===== config.mk =====
export PLATFORM = sky130hd
export DESIGN_NAME = miniCpu
export DESIGN_NICKNAME = d
export VERILOG_FILES = /design/src/busPkg.sv /design/src/cpuPkg.sv /design/src/alu.sv /design/src/apbSlave.sv /design/src/cpuControl.sv /design/src/miniCpu.sv /design/src/progCounter.sv /design/src/wordStore.sv
export SDC_FILE = /design/constraint.sdc
export NUM_CORES = 2
export LEC_CHECK = 0
export BUFFER_PORTS_ARGS = -buffer_cell sky130_fd_sc_hd__buf_4
export CORE_ASPECT_RATIO = 1.25
export CORE_MARGIN = 5
export CORE_UTILIZATION = 45
export CTS_CLUSTER_DIAMETER = 200
export DETAILED_ROUTE_END_ITERATION = 6
export PLACE_DENSITY = 0.61
export SYNTH_ARGS = -nofsm -noshare
export SYNTH_HDL_FRONTEND = slang
export SYNTH_SLANG_ARGS = --single-unit

===== constraint.sdc =====
create_clock -name i_clk -period 7.8 [get_ports i_clk]
set_input_delay 0 -clock i_clk [delete_from_list [all_inputs] [get_ports i_clk]]
set_output_delay 0 -clock i_clk [all_outputs]
set_load 0.005 [all_outputs]

===== src/busPkg.sv =====
`default_nettype none

package busPkg;

	////////////////////////////////////////////////////////////////////////////
	// Address map
	////////////////////////////////////////////////////////////////////////////

	localparam int APB_ADDR_W = 12;
	localparam int APB_DATA_W = 32;

	localparam logic [APB_ADDR_W-1:0] IMEM_BASE   = 12'h000; // First program word
	localparam logic [APB_ADDR_W-1:0] IMEM_LAST   = 12'h07C; // Last program word
	localparam logic [APB_ADDR_W-1:0] ADDR_CTRL   = 12'h100;
	localparam logic [APB_ADDR_W-1:0] ADDR_STATUS = 12'h104;

	localparam int CTRL_START_BIT = 0; // Write 1 here to launch a run

	////////////////////////////////////////////////////////////////////////////
	// APB channel structs
	////////////////////////////////////////////////////////////////////////////

	typedef struct packed {
		logic                  psel;
		logic                  penable;
		logic                  pwrite;
		logic [APB_ADDR_W-1:0] paddr;
		logic [APB_DATA_W-1:0] pwdata;
	} apbReq_t;

	typedef struct packed {
		logic [APB_DATA_W-1:0] prdata;
		logic                  pready;  // Tied high, no wait states
		logic                  pslverr;
	} apbRsp_t;

endpackage

`default_nettype wire


===== src/cpuPkg.sv =====
`default_nettype none

package cpuPkg;

	// Datapath sizing
	localparam int DATA_W     = 16;
	localparam int NUM_REGS   = 8;
	localparam int IMEM_DEPTH = 32;

	typedef logic [DATA_W-1:0]             dataWord_t;
	typedef logic [$clog2(NUM_REGS)-1:0]   regIdx_t;
	typedef logic [$clog2(IMEM_DEPTH)-1:0] pcAddr_t;

	// ALU ops, 0XX arithmetic/set and 1XX logic
	typedef enum logic [2:0] {
		OP_ADD   = 3'b000,
		OP_SUB   = 3'b001, // B minus A
		OP_LBI   = 3'b010,
		OP_MOVE  = 3'b011, // Register copy of srcB
		OP_AND   = 3'b100,
		OP_OR    = 3'b101,
		OP_XOR   = 3'b110,
		OP_PASSB = 3'b111  // Immediate copy of srcB
	} aluOp_e;

	typedef enum logic [1:0] {
		KIND_REG    = 2'b00, // srcB from rb
		KIND_IMM    = 2'b01, // srcB is zero-extended imm8
		KIND_BRANCH = 2'b10,
		KIND_HALT   = 2'b11
	} instrKind_e;

	typedef struct packed {
		instrKind_e kind;
		aluOp_e     aluOp;
		logic       opSel;
		regIdx_t    rd;    // n/z/p mask on BRANCH
		regIdx_t    ra;
		regIdx_t    rb;
		logic [7:0] imm8;  // Low bits hold the BRANCH target
		logic       spare;
	} instr_t;

	typedef struct packed {
		logic n;
		logic z;
		logic p;
		logic c;
	} ccodes_t;

	typedef struct packed {
		logic      valid;
		regIdx_t   rd;
		dataWord_t value;
		ccodes_t   ccodes;
	} wbTrace_t;

	typedef struct packed {
		logic       busy;
		logic       halted;
		logic [7:0] retired;
	} status_t;

	// Controller states
	typedef enum logic [1:0] {
		ST_IDLE  = 2'b00,
		ST_FETCH = 2'b01,
		ST_EXEC  = 2'b10,
		ST_DONE  = 2'b11
	} ctrlState_e;

endpackage

`default_nettype wire


===== src/alu.sv =====
`timescale 1ns/1ps
`default_nettype none

module alu (
	// Operands
	input  wire cpuPkg::dataWord_t i_srcA,
	input  wire cpuPkg::dataWord_t i_srcB,

	// Opcode
	input  wire cpuPkg::aluOp_e    i_opCode,
	input  wire                    i_opSel,

	// Results
	output cpuPkg::dataWord_t      o_result,
	output cpuPkg::ccodes_t        o_ccodes
);

	////////////////////////////////////////////////////////////////////////////
	// Internal signals
	////////////////////////////////////////////////////////////////////////////

	cpuPkg::dataWord_t setResult;               // LBI path
	cpuPkg::dataWord_t adderA, adderB, adderS;
	logic              adderI, adderO;
	cpuPkg::dataWord_t select0XX, select1XX;
	cpuPkg::dataWord_t finResult;

	// Set path, shift low byte of A above the immediate when opSel
	assign setResult = i_opSel ? {i_srcA[7:0], i_srcB[7:0]} : i_srcB;

	// Adder
	assign adderA = i_srcA ^ {cpuPkg::DATA_W{i_opCode[0]}}; // Invert A on SUB
	assign adderB = i_srcB;
	assign adderI = i_opCode[0];                            // Plus one on SUB
	assign {adderO, adderS} = {1'b0, adderA} + {1'b0, adderB} + {{cpuPkg::DATA_W{1'b0}}, adderI};

	// First level select on the low opcode bits
	always_comb begin
		case (i_opCode[1:0])
			2'b00:   select0XX = adderS;    // ADD
			2'b01:   select0XX = adderS;    // SUB
			2'b10:   select0XX = setResult; // LBI
			default: select0XX = i_srcB;    // MOVE
		endcase
	end

	always_comb begin
		case (i_opCode[1:0])
			2'b00:   select1XX = i_srcA & i_srcB;
			2'b01:   select1XX = i_srcA | i_srcB;
			2'b10:   select1XX = i_srcA ^ i_srcB;
			default: select1XX = i_srcB;    // PASSB
		endcase
	end

	// Second level on the top opcode bit
	assign finResult = i_opCode[2] ? select1XX : select0XX;
	assign o_result  = finResult;

	////////////////////////////////////////////////////////////////////////////
	// Condition codes
	////////////////////////////////////////////////////////////////////////////

	assign o_ccodes.n = finResult[cpuPkg::DATA_W-1];
	assign o_ccodes.z = ~(|finResult);
	assign o_ccodes.p = ~finResult[cpuPkg::DATA_W-1]; // Zero counts as positive
	assign o_ccodes.c = adderO;                       // Meaningful on ADD/SUB only

endmodule

`default_nettype wire


===== src/apbSlave.sv =====
`timescale 1ns/1ps
`default_nettype none

module apbSlave (
	input  wire                   i_clk,
	input  wire                   i_reset,

	// Host bus
	input  wire busPkg::apbReq_t  i_apb,
	output busPkg::apbRsp_t       o_apb,

	// Instruction store ports
	input  wire cpuPkg::instr_t   i_imemRdData,
	output logic                  o_imemWrEn,
	output cpuPkg::pcAddr_t       o_imemAddr,
	output cpuPkg::instr_t        o_imemWrData,
	output cpuPkg::pcAddr_t       o_imemRdAddr,

	// Controller side
	input  wire cpuPkg::status_t  i_status,
	output logic                  o_start
);

	localparam int PAD_W = busPkg::APB_DATA_W - $bits(cpuPkg::instr_t);

	logic setupPh, accessPh;
	logic imemHit, ctrlHit, statHit, mapped;
	logic errNext, errQ;
	logic [busPkg::APB_DATA_W-1:0] rdMux, rdDataQ;

	////////////////////////////////////////////////////////////////////////////
	// Address decode
	////////////////////////////////////////////////////////////////////////////

	assign setupPh  = i_apb.psel && !i_apb.penable;
	assign accessPh = i_apb.psel && i_apb.penable;

	assign imemHit = i_apb.paddr[busPkg::APB_ADDR_W-1:7] == busPkg::IMEM_BASE[busPkg::APB_ADDR_W-1:7]
	              && i_apb.paddr[6:0] <= busPkg::IMEM_LAST[6:0];
	assign ctrlHit = i_apb.paddr == busPkg::ADDR_CTRL;
	assign statHit = i_apb.paddr == busPkg::ADDR_STATUS;
	assign mapped  = imemHit || ctrlHit || statHit;

	// Busy rule, program and start are locked during a run
	assign errNext = !mapped || (i_apb.pwrite && (imemHit || ctrlHit) && i_status.busy);

	// Readback data
	always_comb begin
		rdMux = '0;                        // Unmapped and CTRL read as zero
		if (imemHit)
			rdMux = {{PAD_W{1'b0}}, i_imemRdData};
		else if (statHit)
			rdMux = {16'b0, i_status.retired, 6'b0, i_status.halted, i_status.busy};
	end

	////////////////////////////////////////////////////////////////////////////
	// Response registers, captured in setup and shown in access
	////////////////////////////////////////////////////////////////////////////

	always_ff @(posedge i_clk) begin
		if (i_reset)
			errQ <= 1'b0;
		else
			errQ <= setupPh && errNext; // High for the access cycle only
	end

	always_ff @(posedge i_clk) begin
		if (setupPh)
			rdDataQ <= i_apb.pwrite ? '0 : rdMux;
	end

	assign o_apb.prdata  = rdDataQ;
	assign o_apb.pready  = 1'b1;
	assign o_apb.pslverr = accessPh && errQ;

	// Side effects land in access, dropped when flagged
	assign o_imemWrEn   = accessPh && i_apb.pwrite && imemHit && !errQ;
	assign o_imemAddr   = i_apb.paddr[6:2];              // Word index
	assign o_imemWrData = cpuPkg::instr_t'(i_apb.pwdata[$bits(cpuPkg::instr_t)-1:0]);
	assign o_imemRdAddr = i_apb.paddr[6:2];
	assign o_start      = accessPh && i_apb.pwrite && ctrlHit && !errQ
	                   && i_apb.pwdata[busPkg::CTRL_START_BIT];

endmodule

`default_nettype wire


===== src/cpuControl.sv =====
`timescale 1ns/1ps
`default_nettype none

module cpuControl (
	input  wire                      i_clk,
	input  wire                      i_reset,
	input  wire                      i_start,     // One-cycle pulse from the bus side

	// Fetch side
	input  wire cpuPkg::instr_t      i_instr,
	input  wire cpuPkg::pcAddr_t     i_pc,

	// Register file read data
	input  wire cpuPkg::dataWord_t   i_rdA,
	input  wire cpuPkg::dataWord_t   i_rdB,

	// ALU results
	input  wire cpuPkg::dataWord_t   i_aluResult,
	input  wire cpuPkg::ccodes_t     i_aluCcodes,

	// Program counter steering
	output logic                     o_pcClear,
	output logic                     o_pcInc,
	output logic                     o_pcLoad,
	output cpuPkg::pcAddr_t          o_pcTarget,

	// Register file steering
	output cpuPkg::regIdx_t          o_regRdA,
	output cpuPkg::regIdx_t          o_regRdB,
	output logic                     o_regWrEn,
	output cpuPkg::regIdx_t          o_regWrAddr,
	output cpuPkg::dataWord_t        o_regWrData,

	// ALU steering
	output cpuPkg::dataWord_t        o_aluA,
	output cpuPkg::dataWord_t        o_aluB,
	output cpuPkg::aluOp_e           o_aluOp,
	output logic                     o_aluOpSel,

	output cpuPkg::status_t          o_status,
	output cpuPkg::wbTrace_t         o_trace
);

	cpuPkg::ctrlState_e state;
	cpuPkg::instr_t     instrQ;   // Latched in FETCH
	cpuPkg::ccodes_t    flagsQ;
	logic [7:0]         retiredQ;

	logic inExec, isAluOp, isBranch, brTaken;

	assign inExec   = state == cpuPkg::ST_EXEC;
	assign isAluOp  = inExec && (instrQ.kind == cpuPkg::KIND_REG ||
	                             instrQ.kind == cpuPkg::KIND_IMM);
	assign isBranch = inExec && instrQ.kind == cpuPkg::KIND_BRANCH;
	assign brTaken  = |(instrQ.rd & {flagsQ.n, flagsQ.z, flagsQ.p}); // rd is the n/z/p mask

	////////////////////////////////////////////////////////////////////////////
	// FSM and state registers
	////////////////////////////////////////////////////////////////////////////

	always_ff @(posedge i_clk) begin
		if (i_reset) begin
			state <= cpuPkg::ST_IDLE;
		end else begin
			case (state)
				cpuPkg::ST_IDLE,
				cpuPkg::ST_DONE: if (i_start) state <= cpuPkg::ST_FETCH;
				cpuPkg::ST_FETCH: state <= cpuPkg::ST_EXEC;
				cpuPkg::ST_EXEC: begin
					if (instrQ.kind == cpuPkg::KIND_HALT)
						state <= cpuPkg::ST_DONE; // Stop here and leave the PC
					else
						state <= cpuPkg::ST_FETCH;
				end
				default: state <= cpuPkg::ST_IDLE;
			endcase
		end
	end

	// Instruction register
	always_ff @(posedge i_clk) begin
		if (state == cpuPkg::ST_FETCH)
			instrQ <= i_instr;
	end

	// Flags and retired count
	always_ff @(posedge i_clk) begin
		if (i_reset) begin
			flagsQ   <= '0;
			retiredQ <= '0;
		end else begin
			if (isAluOp)
				flagsQ <= i_aluCcodes;
			if (i_start)
				retiredQ <= '0;                // Counts only the current run
			else if (isAluOp || isBranch)
				retiredQ <= retiredQ + 1'b1;
		end
	end

	////////////////////////////////////////////////////////////////////////////
	// Datapath steering
	////////////////////////////////////////////////////////////////////////////

	assign o_pcClear = i_start;
	assign o_pcInc   = isAluOp;
	assign o_pcLoad  = isBranch;  // Branches always resolve through load
	assign o_pcTarget = brTaken ? instrQ.imm8[$bits(cpuPkg::pcAddr_t)-1:0]
	                            : cpuPkg::pcAddr_t'(i_pc + 1'b1); // Fall through

	assign o_regRdA    = instrQ.ra;
	assign o_regRdB    = instrQ.rb;
	assign o_regWrEn   = isAluOp;
	assign o_regWrAddr = instrQ.rd;
	assign o_regWrData = i_aluResult;

	// srcB from register or immediate
	assign o_aluA     = i_rdA;
	assign o_aluB     = (instrQ.kind == cpuPkg::KIND_IMM) ? cpuPkg::dataWord_t'(instrQ.imm8)
	                                                       : i_rdB;
	assign o_aluOp    = instrQ.aluOp;
	assign o_aluOpSel = instrQ.opSel;

	always_comb begin
		o_status.busy    = state == cpuPkg::ST_FETCH || inExec;
		o_status.halted  = state == cpuPkg::ST_DONE;
		o_status.retired = retiredQ;
	end

	// One trace entry per register write
	always_comb begin
		o_trace.valid  = isAluOp;
		o_trace.rd     = instrQ.rd;
		o_trace.value  = i_aluResult;
		o_trace.ccodes = i_aluCcodes;
	end

endmodule

`default_nettype wire


===== src/miniCpu.sv =====
`timescale 1ns/1ps
`default_nettype none

module miniCpu (
	input  wire                   i_clk,
	input  wire                   i_reset,
	input  wire busPkg::apbReq_t  i_apb,
	output busPkg::apbRsp_t       o_apb,
	output cpuPkg::wbTrace_t      o_trace
);

	////////////////////////////////////////////////////////////////////////////
	// Interconnect
	////////////////////////////////////////////////////////////////////////////

	// Instruction store
	logic              imemWrEn;
	cpuPkg::pcAddr_t   imemWrAddr, imemRdAddrB, pc;
	cpuPkg::instr_t    imemWrData, imemRdDataA, imemRdDataB;

	// Control
	logic              start, pcClear, pcInc, pcLoad;
	cpuPkg::pcAddr_t   pcTarget;
	cpuPkg::status_t   status;

	// Register file
	logic              regWrEn;
	cpuPkg::regIdx_t   regRdA, regRdB, regWrAddr;
	cpuPkg::dataWord_t regWrData, regDataA, regDataB;

	// ALU
	cpuPkg::dataWord_t aluA, aluB, aluResult;
	cpuPkg::aluOp_e    aluOp;
	logic              aluOpSel;
	cpuPkg::ccodes_t   aluCcodes;

	////////////////////////////////////////////////////////////////////////////
	// Instances
	////////////////////////////////////////////////////////////////////////////

	apbSlave uBus (
		.i_clk(i_clk), .i_reset(i_reset), .i_apb(i_apb), .o_apb(o_apb),
		.i_imemRdData(imemRdDataB), .o_imemWrEn(imemWrEn), .o_imemAddr(imemWrAddr),
		.o_imemWrData(imemWrData), .o_imemRdAddr(imemRdAddrB),
		.i_status(status), .o_start(start)
	);

	// Port A feeds fetch, port B feeds bus readback
	wordStore #(.T_ENTRY(cpuPkg::instr_t), .DEPTH(cpuPkg::IMEM_DEPTH)) uImem (
		.i_clk(i_clk), .i_reset(i_reset),
		.i_wrEn(imemWrEn), .i_wrAddr(imemWrAddr), .i_wrData(imemWrData),
		.i_rdAddrA(pc), .i_rdAddrB(imemRdAddrB),
		.o_rdDataA(imemRdDataA), .o_rdDataB(imemRdDataB)
	);

	wordStore #(.T_ENTRY(cpuPkg::dataWord_t), .DEPTH(cpuPkg::NUM_REGS)) uRegs (
		.i_clk(i_clk), .i_reset(i_reset),
		.i_wrEn(regWrEn), .i_wrAddr(regWrAddr), .i_wrData(regWrData),
		.i_rdAddrA(regRdA), .i_rdAddrB(regRdB),
		.o_rdDataA(regDataA), .o_rdDataB(regDataB)
	);

	progCounter uPc (
		.i_clk(i_clk), .i_reset(i_reset), .i_clear(pcClear), .i_inc(pcInc),
		.i_load(pcLoad), .i_target(pcTarget), .o_pc(pc)
	);

	cpuControl uCtrl (
		.i_clk(i_clk), .i_reset(i_reset), .i_start(start),
		.i_instr(imemRdDataA), .i_pc(pc), .i_rdA(regDataA), .i_rdB(regDataB),
		.i_aluResult(aluResult), .i_aluCcodes(aluCcodes),
		.o_pcClear(pcClear), .o_pcInc(pcInc), .o_pcLoad(pcLoad), .o_pcTarget(pcTarget),
		.o_regRdA(regRdA), .o_regRdB(regRdB), .o_regWrEn(regWrEn),
		.o_regWrAddr(regWrAddr), .o_regWrData(regWrData),
		.o_aluA(aluA), .o_aluB(aluB), .o_aluOp(aluOp), .o_aluOpSel(aluOpSel),
		.o_status(status), .o_trace(o_trace)
	);

	alu uAlu (
		.i_srcA(aluA), .i_srcB(aluB), .i_opCode(aluOp), .i_opSel(aluOpSel),
		.o_result(aluResult), .o_ccodes(aluCcodes)
	);

endmodule

`default_nettype wire


===== src/progCounter.sv =====
`timescale 1ns/1ps
`default_nettype none

// Fetch address register
module progCounter (
	input  wire                    i_clk,
	input  wire                    i_reset,
	input  wire                    i_clear,  // Back to word 0 on start
	input  wire                    i_inc,
	input  wire                    i_load,   // Branch resolution
	input  wire cpuPkg::pcAddr_t   i_target,
	output cpuPkg::pcAddr_t        o_pc
);

	cpuPkg::pcAddr_t pcQ;

	// Clear wins over load, load wins over increment
	always_ff @(posedge i_clk) begin
		if (i_reset) begin
			pcQ <= '0;
		end else if (i_clear) begin
			pcQ <= '0;
		end else if (i_load) begin
			pcQ <= i_target;
		end else if (i_inc) begin
			pcQ <= pcQ + 1'b1; // Wraps past the last word
		end
	end

	assign o_pc = pcQ;

endmodule

`default_nettype wire


===== src/wordStore.sv =====
`timescale 1ns/1ps
`default_nettype none

// Small storage array, one write port and two async read ports
module wordStore #(
	parameter type T_ENTRY = logic [15:0],
	parameter int  DEPTH   = 8
) (
	input  wire                     i_clk,
	input  wire                     i_reset,

	// Write port
	input  wire                     i_wrEn,
	input  wire [$clog2(DEPTH)-1:0] i_wrAddr,
	input  wire T_ENTRY             i_wrData,

	// Read ports
	input  wire [$clog2(DEPTH)-1:0] i_rdAddrA,
	input  wire [$clog2(DEPTH)-1:0] i_rdAddrB,
	output T_ENTRY                  o_rdDataA,
	output T_ENTRY                  o_rdDataB
);

	T_ENTRY mem [DEPTH];

	////////////////////////////////////////////////////////////////////////////
	// Storage update
	////////////////////////////////////////////////////////////////////////////

	always_ff @(posedge i_clk) begin
		if (i_reset) begin
			mem <= '{default: '0}; // Whole array back to zero
		end else if (i_wrEn) begin
			mem[i_wrAddr] <= i_wrData;
		end
	end

	// Combinational reads, same-cycle writes not bypassed
	assign o_rdDataA = mem[i_rdAddrA];
	assign o_rdDataB = mem[i_rdAddrB];

endmodule

`default_nettype wire

# Word level (Yosys, flattened, before mapping)
# Index checks and enable logic that the tools add are counted.
# word_totals
elab_cells,383
inputBits,49
reg_bits,970
out_inout_bits,58
# op_classes
muxes,31
reduce_logical,37
n_addsub,4
eq_ne,11
bitwise_logic,12
order_cmp,8
# op_table
op,count
$bwmux W768,1
$bmux W24 S5,2
$mux W16,9
$mux W24,6
$bwmux W128,1
$demux W24 S5,1
$bmux W16 S3,2
$demux W16 S3,1
$pmux W16 S3,1
$pmux W16 S2,1
$xor A16 B16 Y16,2
$eq A12 B9 Y1 const B,2
$add A16 B16 Y17,1
$add A17 B1 Y17,1
$logic_and A1 B1 Y1,17
$and A16 B16 Y16,1
$or A16 B16 Y16,1
$reduce_or A16 Y1,1
$mux W5,3
$ge A4 B4 Y1 const B,3
$ge A6 B6 Y1 const B,2
$not A3 Y4,3
$not A5 Y6,2
$eq A2 B2 Y1 const B,5
18 further kinds,34

# Longest topological paths before layout
# logic_depth
depth_word,11
mapped_depth,20
depth_no_buf,15

# Hierarchy
# Synthesis repeated with hierarchy kept, for this count alone.
# hier_totals
hier_cells,6580
area_unflattened_um2,52645.5
# modules_own_cells
mod,instances,seq_area_each_um2,area_each_um2,cells_per_inst
wordStore (uImem),1,15374.7,39813.2,5202
wordStore (uRegs),1,2562.5,6782.8,705
alu,1,0.0,2302.2,313
cpuControl,1,950.9,2105.8,217
apbSlave,1,740.7,1400.1,115
progCounter,1,100.1,241.5,28

# Least setup slack after synthesis
# OpenSTA, ideal clock, no wires.
# synth_path
kind,register -> register
start,register uCtrl.instrQ (netlist bit uCtrl.o_regRdA[0])
end,register uCtrl.flagsQ[2] in the netlist's numbering
setup_slack_ns,3.320
synth_period_minus_slack_ns,4.480
path_stages_with_launch,19
setup_time_ns,0.084
t_required_ns,7.716
t_arrival_ns,4.395
n_path_buf,6
cell_sequence,edfxtp_1 > buf_6 > buf_6 > buf_6 > buf_1 > mux4_2 > mux2i_1 > xnor2_1 > ha_1 > clkbuf_1 > o21ai_0 > nand2b_1 > or3b_2 > o31ai_2 > xnor2_1 > o221a_1 > buf_6 > nand3_2 > o31ai_2
# synth_via
elab_chain_cells,11
elab_cells_between_ends,16
classes_between,add/sub (2); mux (7); bitwise (6); reduce/logical (1)
# synth_lines
element,line,source
"start, declared",cpuControl.sv:45,cpuPkg::instr_t instrQ;
"start signal, assigned",cpuControl.sv:83,instrQ <= i_instr;
$not A3 Y4 (not written as such) (*),wordStore.sv:39,assign o_rdDataA = mem[i_rdAddrA];
$bmux W16 S3 (*),wordStore.sv:39,
$mux W16 (not written as such) (*) (2 in a row),wordStore.sv:39,
$xor A16 B16 Y16,alu.sv:32,assign adderA = i_srcA ^ {cpuPkg::DATA_W{i_opCode[0]}};
$add A16 B16 Y17,alu.sv:35,"assign {adderO, adderS} = {1'b0, adderA} + {1'b0, adderB} + {{cpuPkg::DATA_W{1'b0}}, adderI};"
$add A17 B1 Y17,alu.sv:35,
$pmux W16 S2,alu.sv:39,case (i_opCode[1:0])
$mux W16 (*),alu.sv:57,assign finResult = i_opCode[2] ? select1XX : select0XX;
$reduce_or A16 Y1 (*),alu.sv:65,assign o_ccodes.z = ~(|finResult);
$not A1 Y1 (*),alu.sv:65,
"end signal, assigned",cpuControl.sv:93,flagsQ <= i_aluCcodes;
"end, declared",cpuControl.sv:46,cpuPkg::ccodes_t flagsQ;
# Every way passes the cells marked *; elsewhere a longest branch is shown, timed or not. The select of a mux whose other input is x is not followed.
# A chain may end at the register's enable or synchronous reset.

==> flow_metrics.env <==
export IMPL_dpl_hpwl_um=115000
export IMPL_routed_wl_um=186000
export IMPL_start_kind="flip-flop"
export IMPL_hold_depth=7
export IMPL_comb_power_share_pct=13.3
export IMPL_synth_most_common_cell="nand2_1"
export IMPL_cap_violations=0
export IMPL_synth_cell_types=87
export IMPL_gp_congestion=0.913
export IMPL_antenna_found_initial=7
export IMPL_rows=136
export IMPL_setup_tns_ps=0
export IMPL_critPathMaxStageDelay_ps=810
export IMPL_whs_ps=54.8
export IMPL_finalNonFillerCells=6645
export IMPL_cp_arrival_ps=6530
export IMPL_layout_min_cycle_time_ps=6530
export IMPL_tightest_slew_ps=1280
export IMPL_ir_worst_vdd_mv=0.176
export IMPL_p_seq_share_pct=44.2
export IMPL_cts_root_buffer="clkbuf_16"
export IMPL_area_growth_pct=10.4
export IMPL_p_int_w=0.00827
export IMPL_hold_class="input port to flip-flop"
export IMPL_ys_top_cells_by_area="dfxtp_1, mux4_2, nand2_1, a21oi_1, mux2i_1"
export IMPL_cp_cell_sequence="buf_4 -> mux4_2 -> mux2i_1 -> xnor2_1 -> ha_1 -> o21ai_0 -> o21bai_1 -> a211oi_2 -> or3b_2 -> o31ai_2 -> xnor2_1 -> o221a_1 -> nand3_2 -> nor3_1 -> buf_4"
export IMPL_total_power_w=0.0115
export IMPL_synth_edf_count=47
export IMPL_drtPass1Iterations=6
export IMPL_avgSynthCellArea_um2=9.46
export IMPL_core_um2=110000
export IMPL_power_frac_clock_pct=42.5
export IMPL_syn_inst=5270
export IMPL_nets=5204
export IMPL_grt_use_total_pct=30.6
export IMPL_rr_startpoint="uCtrl.o_regRdA[0]"
export IMPL_ioPinCount=107
export IMPL_endpoint_kind="primary output"
export IMPL_netlist_area_leader_share_pct=36.8
export IMPL_cts_buffers=100
export IMPL_worstPathMaxFanout=27
export IMPL_grt_pass1_wl_um=269000
export IMPL_hold_start="i_apb[32]"
export IMPL_grt_overflow_total=0
export IMPL_crit_required_ps=7800
export IMPL_ys_seq_area_share_pct=39.6
export IMPL_slew_violations=0
export IMPL_cts_resized=0
export IMPL_finalSetupViolCount=0
export IMPL_reg2reg_slack_ps=1980
export IMPL_antenna_left=0
export IMPL_syn_area_um2=49800
export IMPL_fp_dieH_um=382
export IMPL_drt_iter0_markers=5004
export IMPL_synth_area_leader_cell="dfxtp_1"
export IMPL_yosysWarnings=0
export IMPL_htreeDepth=3
export IMPL_cts_setup_buffers=0
export IMPL_critPathSlowestCell="o221a_1"
export IMPL_powerDensity_nw_per_um2=209
export IMPL_dieArea_um2=118000
export IMPL_dpl_cell_count=6420
export IMPL_holdPathEnd="uCtrl.state[1]"
export IMPL_status="finished clean"
export IMPL_relSlewSlack_pct=14.6
export IMPL_critPathTopFamily="compound AO/OA/AOI/OAI gates"
export IMPL_synth_commonest_cells="nand2_1, dfxtp_1, a21oi_1"
export IMPL_startpoint="uCtrl.o_regRdA[0]"
export IMPL_synthFlopType="dfxtp_1"
export IMPL_dieWidth_um=308
export IMPL_cp_num_cells=15
export IMPL_p_switching_w=0.00324
export IMPL_clock_sinks=962
export IMPL_post_route_period_util_pct=83.7
export IMPL_grt_max_degree=143
export IMPL_hold_violations=0
export IMPL_rsz0062_at_grt="false"
export IMPL_swShare_pct=28.1
export IMPL_crit_buf_inv=2
export IMPL_portBuffers=89
export IMPL_remaining_drc_errors=0
export IMPL_cts_path_max_buffers=3
export IMPL_pre_cts_ws_ps=2040
export IMPL_viasPerCell=6.30
export IMPL_wl_per_cell_um=28.0
export IMPL_clk_latency_ps=710
export IMPL_via_count=41877
export IMPL_timing_rr_end="uCtrl.flagsQ[2]"
export IMPL_power_leakage_nw=17.6
export IMPL_finClkSkew_ps=30.8
export IMPL_fmax_mhz=153
export IMPL_hold_buffers=30
export IMPL_path_clk_slew_ps=60
export IMPL_synth_async_reset_ratio_pct=0
export IMPL_path_class="flip-flop to primary output"
export IMPL_r2r_cells=14
export IMPL_worst_slack_ps=1270
export IMPL_initial_core_util_pct=45.3
export IMPL_drive_gt1_share_pct=18.6
export IMPL_cts_tree="done"
export IMPL_grt_pass1_vias=39784
export IMPL_ys_ff_latch=962
==> registers in the layout, indices dropped and copies added, names as in the netlist <==
signal             cells
uPc.o_pc               5
uCtrl.o_aluOp          3
uCtrl.o_regWrAddr      3
uCtrl.instrQ          10
uImem.mem            768
uBus.rdDataQ          24
uCtrl.retiredQ         8
uRegs.mem            128
uCtrl.state            2
uCtrl.o_regRdB         3
uCtrl.o_aluOpSel       1
uCtrl.flagsQ           3
uCtrl.o_regRdA         3
uBus.errQ              1
==> cells in the final DEF, fill, tap and decap left out, drive strengths merged, types with 5 or more instances in the layout <==
cell	Yosys	layout
a22o	16	16
o21ai	80	80
or2	5	5
and3	8	8
ha	51	51
o211ai	9	9
nand2	1341	1341
nand3	24	24
nor3b	5	5
bufinv	0	7
clkbuf	400	140
nor2	402	402
mux2i	206	206
xor2	8	8
dlygate4sd3	0	30
diode	0	5
and2	6	6
a21oi	704	704
a31oi	23	23
inv	46	52
edfxtp	47	47
dfxtp	915	915
buf	111	205
nor2b	20	20
mux2	31	31
a221oi	17	17
nand2b	13	13
a22oi	48	48
nor3	52	52
a21o	8	8
mux4	480	480
o31ai	5	5
o221ai	7	7
xnor2	21	21
clkinv	1	35
a211oi	86	86
conb	2	9
nand4	13	13
==> power groups by stage <==
| stage | Clock [W] | Sequential [W] | Combinational, W |
|---|---|---|---|
| 3_5_place_dp | 0 | 0.00519 | 0.00150 |
| 5_1_grt | 0.00514 | 0.00509 | 0.00162 |
| 4_1_cts | 0.00494 | 0.00508 | 0.00152 |
| 2_1_floorplan | 0 | 0.00513 | 0.00106 |
| 6_report | 0.00489 | 0.00508 | 0.00153 |
| 3_3_place_gp | 0 | 0.00519 | 0.00149 |
==> worst reg2reg max path, cell delays in order (launching register included) <==
cell and delay (ps):
edfxtp_1 740, buf_4 580, mux4_2 580, mux2i_1 490, xnor2_1 130, ha_1 400
o21ai_0 130, o21bai_1 270, a211oi_2 180, or3b_2 480, o31ai_2 290, xnor2_1 170
o221a_1 810, nand3_2 180, o31ai_2 290
==> cells by family after synthesis <==
group,Yosys count,synth area share [%]
buffers and inverters,558,4.64
XOR/XNOR,31,0.630
multiplexers,717,26.6
adder cells (fa/ha/maj),52,1.32
AND/OR/NAND/NOR,1912,15.2
other,2,0.0151
AO/OA/AOI/OAI,1036,12.0
flip-flops,962,39.6
==> layer usage <==
layer | share of wire (%) | track usage, %
met3 | 9.8 | 6.56
met2 | 47 | 49.1
met4 | 7.3 | 18.8
met1 | 36 | 37.7
met5 | 0.014 | 0
==> through the flow <==
stage	cell area (um^2)	util, %
2_1_floorplan	49900	-
3_3_place_gp	51400	46.8
3_5_place_dp	51400	46.8
4_1_cts	55000	50.1
5_1_grt	55000	50.1
6_report	55000	50.1
==> worst max-delay path by stage <==
| stage | slack, ps | endpoint |
|---|---|---|
| 2_1_floorplan | 3320 | uCtrl.flagsQ[2] |
| 3_3_place_gp | 2150 | o_trace[2] |
| 3_5_place_dp | 2040 | uCtrl.flagsQ[2] |
| 4_1_cts | 1270 | o_trace[2] |
| 5_1_grt | 880 | o_trace[2] |
| 6_report | 1270 | o_trace[2] |
==> cell type report <==
class / count / area [um^2]
multi-input combinational: 3757 / 28100
clock inverter: 50 / 507
inverter: 47 / 176
sequential: 962 / 19700
clock buffer: 140 / 2800
timing repair buffer: 235 / 1910
tap: 1449 / 1810
antenna: 5 / 12.5
fill: 10193 / 54900
Power figures use the tool's default switching activity.
